===== src/soc_cfg.svh =====
// Peripheral SoC configuration
// address map, register offsets and widths shared by the
// bus, the register blocks and the testbench

`ifndef SOC_CFG_SVH
`define SOC_CFG_SVH

// one word per block base
`define GPIO_BASE 32'h0300_0000
`define TIMER_BASE 32'h0300_1000

// low address bits inside one block page
`define PERIPH_PAGE_BITS 12

// register word offsets, decoded from addr[3:2]
`define REG_OFF_0 4'h0
`define REG_OFF_1 4'h4
`define REG_OFF_2 4'h8
`define REG_OFF_3 4'hC

`define DATA_W 32
`define GPIO_W 8

`endif


===== src/soc_pkg.sv =====
// Peripheral SoC types
// vector typedefs and the native memory port request and
// response structs used between the core, the bus and the slaves

`include "soc_cfg.svh"

package soc_pkg;

  typedef logic [31:0] addr_t;
  typedef logic [`DATA_W-1:0] data_t;
  // all zero means a read
  typedef logic [3:0] wstrb_t;
  typedef logic [`GPIO_W-1:0] gpio_t;

  // bit 0 gpio, bit 1 timer
  typedef logic [1:0] irq_vec_t;

  // valid and payload are held until ready
  typedef struct packed {
    logic   valid;
    addr_t  addr;
    data_t  wdata;
    wstrb_t wstrb;
  } mem_req_t;

  // ready is a single-cycle pulse, rdata is valid with it
  typedef struct packed {
    logic  ready;
    data_t rdata;
  } mem_rsp_t;

endpackage


===== src/gpio_regs.sv =====
// GPIO register block
// output value, output-enable-bar and interrupt mask registers,
// a 2-flop input synchronizer and a level interrupt

`timescale 1ns/100ps

`include "soc_cfg.svh"

module gpio_regs import soc_pkg::*; (
  input  logic     clk_i,
  input  logic     arst_n_i,
  input  mem_req_t req_i,
  output mem_rsp_t rsp_o,
  input  gpio_t    gpio_in_i,
  output gpio_t    gpio_out_o,
  output gpio_t    gpio_oeb_o,
  output logic     irq_o
);

  logic       accept_q;
  logic       ready_q;
  data_t      rdata_q;
  data_t      rd_mux;
  logic       wr_en;
  logic [3:0] reg_off;
  gpio_t      out_q;
  gpio_t      oeb_q;
  gpio_t      mask_q;
  gpio_t      sync1_q;
  gpio_t      sync2_q;

  assign reg_off = {req_i.addr[3:2], 2'b00};
  // writes land on the edge where ready rises
  assign wr_en   = accept_q & req_i.valid & (|req_i.wstrb);

  // handshake, one idle cycle then a ready pulse
  always_ff @(posedge clk_i or negedge arst_n_i) begin
    if (!arst_n_i) begin
      accept_q <= 1'b0;
      ready_q  <= 1'b0;
    end else begin
      accept_q <= req_i.valid & ~accept_q & ~ready_q;
      ready_q  <= accept_q & req_i.valid;
    end
  end

  always_comb begin
    case (reg_off)
      `REG_OFF_0: rd_mux = data_t'(out_q);
      `REG_OFF_1: rd_mux = data_t'(oeb_q);
      `REG_OFF_2: rd_mux = data_t'(sync2_q);
      default:    rd_mux = data_t'(mask_q);
    endcase
  end

  always_ff @(posedge clk_i) begin
    if (accept_q) begin
      rdata_q <= rd_mux;
    end
  end

  always_ff @(posedge clk_i or negedge arst_n_i) begin
    if (!arst_n_i) begin
      out_q   <= '0;
      oeb_q   <= '1;
      mask_q  <= '0;
      sync1_q <= '0;
      sync2_q <= '0;
    end else begin
      sync1_q <= gpio_in_i;
      sync2_q <= sync1_q;
      // only byte 0 carries register bits
      if (wr_en && req_i.wstrb[0]) begin
        case (reg_off)
          `REG_OFF_0: out_q  <= req_i.wdata[`GPIO_W-1:0];
          `REG_OFF_1: oeb_q  <= req_i.wdata[`GPIO_W-1:0];
          `REG_OFF_3: mask_q <= req_i.wdata[`GPIO_W-1:0];
          default: ;
        endcase
      end
    end
  end

  assign rsp_o.ready = ready_q;
  assign rsp_o.rdata = ready_q ? rdata_q : '0;

  assign gpio_out_o = out_q;
  assign gpio_oeb_o = oeb_q;
  assign irq_o      = |(sync2_q & mask_q);

endmodule


===== src/periph_bus.sv =====
// Peripheral bus
// decodes the core address into the gpio or timer page, routes
// valid to the selected slave and ORs the slave responses back;
// unmapped accesses are answered here with rdata zero

`timescale 1ns/100ps

`include "soc_cfg.svh"

module periph_bus import soc_pkg::*; (
  input  logic     clk_i,
  input  logic     arst_n_i,
  input  mem_req_t core_req_i,
  output mem_rsp_t core_rsp_o,
  output mem_req_t gpio_req_o,
  input  mem_rsp_t gpio_rsp_i,
  output mem_req_t timer_req_o,
  input  mem_rsp_t timer_rsp_i
);

  localparam addr_t gpio_base  = `GPIO_BASE;
  localparam addr_t timer_base = `TIMER_BASE;

  logic sel_gpio;
  logic sel_timer;
  logic unm_valid;
  logic unm_accept_q;
  logic unm_ready_q;

  // page match on the bits above the block page
  assign sel_gpio  = core_req_i.addr[31:`PERIPH_PAGE_BITS] ==
                     gpio_base[31:`PERIPH_PAGE_BITS];
  assign sel_timer = core_req_i.addr[31:`PERIPH_PAGE_BITS] ==
                     timer_base[31:`PERIPH_PAGE_BITS];
  assign unm_valid = core_req_i.valid & ~sel_gpio & ~sel_timer;

  // payload goes to both, valid only to the selected one
  always_comb begin
    gpio_req_o        = core_req_i;
    gpio_req_o.valid  = core_req_i.valid & sel_gpio;
    timer_req_o       = core_req_i;
    timer_req_o.valid = core_req_i.valid & sel_timer;
  end

  // unmapped responder, writes are dropped
  // ready_q also acts as the answered bit for the held valid
  always_ff @(posedge clk_i or negedge arst_n_i) begin
    if (!arst_n_i) begin
      unm_accept_q <= 1'b0;
      unm_ready_q  <= 1'b0;
    end else begin
      unm_accept_q <= unm_valid & ~unm_accept_q & ~unm_ready_q;
      unm_ready_q  <= unm_accept_q & unm_valid;
    end
  end

  // only one slave is ever active, so an OR is enough
  // an idle slave drives rdata zero
  always_comb begin
    core_rsp_o.ready = gpio_rsp_i.ready | timer_rsp_i.ready | unm_ready_q;
    core_rsp_o.rdata = gpio_rsp_i.rdata | timer_rsp_i.rdata;
  end

endmodule


===== src/soc_periph_top.sv =====
// Peripheral subsystem top
// the core-facing native port enters the peripheral bus, which
// serves the gpio and timer blocks; their interrupt lines are
// packed into a small vector for the core

`timescale 1ns/100ps

module soc_periph_top import soc_pkg::*; (
  input  logic     clk_i,
  input  logic     arst_n_i,
  input  mem_req_t core_req_i,
  output mem_rsp_t core_rsp_o,
  input  gpio_t    gpio_in_i,
  output gpio_t    gpio_out_o,
  output gpio_t    gpio_oeb_o,
  output irq_vec_t irq_o
);

  // gpio if
  mem_req_t s_gpio_req;
  mem_rsp_t s_gpio_rsp;
  // timer if
  mem_req_t s_timer_req;
  mem_rsp_t s_timer_rsp;
  // irq
  logic     s_gpio_irq;
  logic     s_timer_irq;

  assign irq_o = {s_timer_irq, s_gpio_irq};

  periph_bus u_periph_bus (
    .clk_i       (clk_i),
    .arst_n_i    (arst_n_i),
    .core_req_i  (core_req_i),
    .core_rsp_o  (core_rsp_o),
    .gpio_req_o  (s_gpio_req),
    .gpio_rsp_i  (s_gpio_rsp),
    .timer_req_o (s_timer_req),
    .timer_rsp_i (s_timer_rsp)
  );

  gpio_regs u_gpio_regs (
    .clk_i      (clk_i),
    .arst_n_i   (arst_n_i),
    .req_i      (s_gpio_req),
    .rsp_o      (s_gpio_rsp),
    .gpio_in_i  (gpio_in_i),
    .gpio_out_o (gpio_out_o),
    .gpio_oeb_o (gpio_oeb_o),
    .irq_o      (s_gpio_irq)
  );

  timer_regs u_timer_regs (
    .clk_i    (clk_i),
    .arst_n_i (arst_n_i),
    .req_i    (s_timer_req),
    .rsp_o    (s_timer_rsp),
    .irq_o    (s_timer_irq)
  );

endmodule


===== src/timer_regs.sv =====
// Timer register block
// free-running counter with enable, wraps to zero on compare
// match and sets a sticky flag that drives the interrupt

`timescale 1ns/100ps

`include "soc_cfg.svh"

module timer_regs import soc_pkg::*; (
  input  logic     clk_i,
  input  logic     arst_n_i,
  input  mem_req_t req_i,
  output mem_rsp_t rsp_o,
  output logic     irq_o
);

  logic       accept_q;
  logic       ready_q;
  data_t      rdata_q;
  data_t      rd_mux;
  logic       wr_en;
  logic [3:0] reg_off;
  logic       en_q;
  data_t      cmp_q;
  data_t      cnt_q;
  logic       flag_q;
  logic       match;
  logic       flag_clr;

  assign reg_off  = {req_i.addr[3:2], 2'b00};
  assign wr_en    = accept_q & req_i.valid & (|req_i.wstrb);
  assign match    = en_q & (cnt_q == cmp_q);
  // write 1 to clear
  assign flag_clr = wr_en & (reg_off == `REG_OFF_3) & req_i.wstrb[0] & req_i.wdata[0];

  always_ff @(posedge clk_i or negedge arst_n_i) begin
    if (!arst_n_i) begin
      accept_q <= 1'b0;
      ready_q  <= 1'b0;
    end else begin
      accept_q <= req_i.valid & ~accept_q & ~ready_q;
      ready_q  <= accept_q & req_i.valid;
    end
  end

  always_comb begin
    case (reg_off)
      `REG_OFF_0: rd_mux = {31'd0, en_q};
      `REG_OFF_1: rd_mux = cmp_q;
      `REG_OFF_2: rd_mux = cnt_q;
      default:    rd_mux = {31'd0, flag_q};
    endcase
  end

  always_ff @(posedge clk_i) begin
    if (accept_q) begin
      rdata_q <= rd_mux;
    end
  end

  always_ff @(posedge clk_i or negedge arst_n_i) begin
    if (!arst_n_i) begin
      en_q   <= 1'b0;
      cmp_q  <= '0;
      cnt_q  <= '0;
      flag_q <= 1'b0;
    end else begin
      if (wr_en && reg_off == `REG_OFF_0 && req_i.wstrb[0]) begin
        en_q <= req_i.wdata[0];
      end
      if (wr_en && reg_off == `REG_OFF_1) begin
        for (int i = 0; i < 4; i++) begin
          if (req_i.wstrb[i]) cmp_q[8*i +: 8] <= req_i.wdata[8*i +: 8];
        end
      end
      // wrap to zero instead of counting past compare
      if (match) begin
        cnt_q <= '0;
      end else if (en_q) begin
        cnt_q <= cnt_q + 1'b1;
      end
      // a new match wins over a clear in the same cycle
      flag_q <= (flag_q & ~flag_clr) | match;
    end
  end

  assign rsp_o.ready = ready_q;
  assign rsp_o.rdata = ready_q ? rdata_q : '0;
  assign irq_o       = flag_q;

endmodule

===== config.mk =====
export PLATFORM = sky130hd
export DESIGN_NAME = soc_periph_top
export DESIGN_NICKNAME = d
export VERILOG_FILES = /design/src/soc_pkg.sv /design/src/gpio_regs.sv /design/src/periph_bus.sv /design/src/soc_periph_top.sv /design/src/timer_regs.sv
export VERILOG_INCLUDE_DIRS = /design/src
export SDC_FILE = /design/constraint.sdc
export NUM_CORES = 1
export LEC_CHECK = 0
export BUFFER_PORTS_ARGS = -buffer_cell sky130_fd_sc_hd__buf_2
export CAP_MARGIN = 10
export CORE_UTILIZATION = 58
export CTS_CLUSTER_DIAMETER = 40
export DETAILED_ROUTE_END_ITERATION = 8
export GPL_TIMING_DRIVEN = 0
export PLACE_DENSITY = 0.81
export SETUP_SLACK_MARGIN = 0.15
export SYNTH_ARGS = -nofsm -noshare
export SYNTH_HDL_FRONTEND = slang
export SYNTH_HIERARCHICAL = 1
export SYNTH_SLANG_ARGS = --single-unit

===== constraint.sdc =====
create_clock -name clk_i -period 3.06 [get_ports clk_i]
set_input_delay 0.306 -clock clk_i [delete_from_list [all_inputs] [get_ports clk_i]]
set_output_delay 0.306 -clock clk_i [all_outputs]
set_load 0.01 [all_outputs]

# [Word level (Yosys, flattened, before mapping)]
# Index checks and enable logic that the tools add are counted.
[op_classes] n_addsub=1 eq_ne=6 mux=6 bitwise_logic=34 reduce_logical=15
[op_table] operator="two-way mux 32 bit" count=4
[op_table] operator="case mux 32 bit (3 select lines)" count=1
[op_table] operator="== test 20 x 14 -> 1 bit, second input constant" count=2
[op_table] operator="adder 32 x 1 -> 32 bit, second input constant" count=1
[op_table] operator="== test 32 bit" count=1
[op_table] operator="OR 32 bit" count=1
[op_table] operator="case mux 8 bit (3 select lines)" count=1
[op_table] operator="AND 1 bit" count=20
[op_table] operator="AND reduction 2 bit" count=7
[op_table] operator="inverter 1 bit" count=9
[op_table] operator="AND 8 bit" count=1
[op_table] operator="OR reduction 8 bit" count=1
[op_table] operator="== test 2 bit, second input constant" count=2
[op_table] operator="logical AND 1 bit" count=4
[op_table] operator="logical NOT 4 bit" count=1
[op_table] operator="OR reduction 4 bit" count=1
[op_table] operator="OR 1 bit" count=3
[op_table] operator="== test 2 x 1 -> 1 bit, second input constant" count=1
[op_table] operator="nonzero test 2 bit" count=1
[word_totals] register_bits=176 input_bits=79 out_inout_bits=51 wordCells=82

# [Logic depth before layout (Yosys ltp)]
[logic_depth] depth_word=10 ltp_mapped=8 mapped_depth_nobuf=7

# [Modules after synthesis]
# The synthesis kept the hierarchy.
[modules_own_cells] module="timer_regs" n_inst=1 cells_per_inst=413 area_each_um2=4981.0 seq_area_each_um2=2662.6
[modules_own_cells] module="gpio_regs" n_inst=1 cells_per_inst=131 area_each_um2=2123.3 seq_area_each_um2=1301.2
[modules_own_cells] module="periph_bus" n_inst=1 cells_per_inst=184 area_each_um2=1380.1 seq_area_each_um2=50.0
[modules_own_cells] module="soc_periph_top" n_inst=1 cells_per_inst=2 area_each_um2=15.0 seq_area_each_um2=0.0

# [Worst setup path before layout]
# OpenSTA, ideal clock, no wires.
[synth_timing] path_kind="input-to-reg" start="input core_req_i[53] in the netlist's numbering" end="register u_timer_regs.cmp_q[0]" setup_ns=0.125 arrival_ns=2.182 required_ns=2.935 path_slack_ns=0.754 path_stages=8 n_path_buf=2 path_cell_list="or4_4 > nor4_4 > and4_1 > and2_1 > clkbuf_1 > and3_1 > buf_2 > mux2_2"
[synth_rtl] element="from (decl)" line="soc_periph_top.sv:11" rtl="input mem_req_t core_req_i,"
[synth_rtl] element="to (signal, indexed assignment)" line="timer_regs.sv:73" rtl="if (req_i.wstrb[i]) cmp_q[8*i +: 8] <= req_i.wdata[8*i +: 8];"
[synth_rtl] element="to (decl)" line="timer_regs.sv:24" rtl="data_t cmp_q;"

==> results.tsv <==
stage	metric	value	unit
status	status	finished clean	
sta	setup_viol	0	
sta	hold_viol_final	0	
setup_path	cp-start-kind	primary input	
setup_path	arrival	2630	ps
drt	ant_nets	0	
clock_tree	cts_setup_buffers	0	
layout	multi_input_area	3170	sq um
clock_tree	cts_resized	0	
die	initial_utilization	59.2	%
place	placed_cell_area	8590	sq um
sta	fin_crit_sh	75.5	%
synthesis	syn-instance-count	643	
sta	fmax	433	MHz
layout	final_util	69.9	%
sta	slew_headroom	49.4	%
layout	syn_to_final_growth	18.0	%
flow_run	cap_violations	0	
drt	wl_per_cell	17.8	um
setup_path	end_kind	flip-flop	
layout	layout-drive-gt1-share	41.3	%
grt	track_usage	26.4	%
sta	finalMaxSlewViolations	0	
power_and_ir_drop	p_leak	4.61	nW
sta	rsz0062_at_grt	no	
die	die_w	118	um
power_and_ir_drop	powerDensity	475	nW/um^2
synthesis	synth_warnings	6	
setup_path	cp.required	3380	ps
worst_hold_path	hold_class	in -> reg	
grt	grt_antenna_before_repair	0	
layout	seq_area	4020	sq um
die	num_io_pins	130	
drt	drc_errors	0	
place	portBuffers	81	
clock_tree	clkLatencyLatePin	430	ps
die	die_h	118	um
die	die_area	14000	sq um
clock_tree	numCtsBuffers	17	
sta	tns	0	ps
setup_path	cp_max_fo	8	
synthesis	synth_area	7850	sq um
sta	min_period	2310	ps
clock_tree	cts-htree-levels	4	
clock_tree	clkTransAtPathRegs	70	ps
die	coreArea	13200	sq um
drt	vias_per_cell	5.43	
clock_tree	clock_path_buffers	2	
layout	nNetsFinal	856	
grt	grt_pass1_wl	27900	um
grt	grt_max_degree	69	
power_and_ir_drop	power	4.40	mW
grt	grt_pass1_vias	5296	
drt	drtIter0Drc	315	
place	dp_hpwl	12100	um
clock_tree	clock_sinks	152	
setup_path	critical_path_class	in -> reg	
drt	routed_wl	17100	um
clock_tree	clockRootBuffer	clkbuf_16	
layout	final_cell_area	9260	sq um
sta	worst_pin_slew	759	ps
drt	firstDrtPassIters	7	
clock_tree	cts_tree	built	
power_and_ir_drop	max-vdd-ir-drop	425	uV
die	num_rows	42	
drt	vias	5236	
sta	clock_skew	9.11	ps
synthesis	synth.avg_cell_area	12.2	sq um
place	gp_congestion	0.850	
layout	fill_cells	963	
grt	overflow	0	
layout	antenna_cells	0	
==> cell type report <==
cell class              count  share of cell area, %
well taps                 176                   2.38
plain buffers             101                   7.81
clock inverters            14                   1.65
repair buffers             91                   5.67
inverters                   6                  0.243
multi-input cells         407                   34.3
clock buffers              18                   4.63
flip-flops and latches    152                   43.4
==> worst paths after layout <==
path / start / to / slack (ps) / depth (start not counted)
setup / recovery: core_req_i[53] / u_timer_regs/cmp_q[9] / 750 / 8
max in group asynchronous: arst_n_i / u_timer_regs/cmp_q[22] / 1870 / 3
hold reg to reg: u_gpio_regs/sync1_q[1] / u_gpio_regs/sync2_q[1] / 350 / 0
setup reg to reg: u_timer_regs/accept_q / u_timer_regs/cmp_q[9] / 770 / 4
min in group asynchronous: arst_n_i / u_gpio_regs/sync1_q[3] / 430 / 2
hold / removal: core_req_i[12] / u_timer_regs/cmp_q[8] / 100 / 2
==> metrics by stage <==
stage | cells | worst slack, ps | hold WS (ps)
after floorplan | 666 | 754 | 10.4
after global placement | 923 | 362 | 332
after detailed placement | 924 | 284 | 335
after CTS | 965 | 284 | 88.0
after global routing | 965 | 605 | 88.8
final | 965 | 751 | 103
==> registers in the layout, summed over array words and instances, names as in the netlist <==
register,count
u_gpio_regs/accept_q,1
u_gpio_regs/gpio_oeb_o,8
u_gpio_regs/gpio_out_o,8
u_gpio_regs/mask_q,8
u_gpio_regs/rdata_q,8
u_gpio_regs/ready_q,1
u_gpio_regs/sync1_q,8
u_gpio_regs/sync2_q,8
u_periph_bus/unm_accept_q,1
u_periph_bus/unm_ready_q,1
u_timer_regs/accept_q,1
u_timer_regs/cmp_q,32
u_timer_regs/cnt_q,32
u_timer_regs/en_q,1
u_timer_regs/irq_o,1
u_timer_regs/rdata_q,32
u_timer_regs/ready_q,1
==> power breakdown <==
group | internal (mW) | switching [mW]
Sequential | 2.09 | 0.00479
Clock | 1.16 | 0.913
Combinational | 0.124 | 0.109
==> metal layers <==
layer | share of wire [%] | vias to the layer above | GRT usage [%]
li1 | - | 2435 | -
met1 | 43 | 2583 | 35.0
met2 | 49 | 185 | 41.6
met3 | 6.0 | 33 | 7.09
met4 | 2.3 | 0 | 10.0
met5 | 0 | - | 0
==> critical path: stages <==
cell	delay, ps
buf_2	100
or4_4	530
nor4_4	210
and4_1	250
and2_1	130
clkbuf_1	250
nand3_1	430
mux2_2	420
==> timing repair <==
item / CTS / global route
setup endpoints to repair: 0 / 0
hold buffers: 9 / 0
hold endpoints to repair: 47 / 0
==> cells in the final DEF, fill, tap and decap left out, drive strengths merged, types with 2 or more instances in the layout <==
master and instances:
a21oi 2, a22o 31, a22oi 4, and2 43, and3 5, and4 7, buf 172, clkbuf 29
conb 24, dfrtp 104, dfstp 8, dlygate4sd3 9, edfxtp 40, inv 17, mux2 57, mux4 9
nand2 13, nand2b 2, nand3 15, nand4 13, nor2 39, nor2b 4, nor3 10, nor3b 2
nor4 21, nor4b 3, o21ai 2, or2 32, xnor2 24, xor2 38
(Power assumes the default switching activity.)
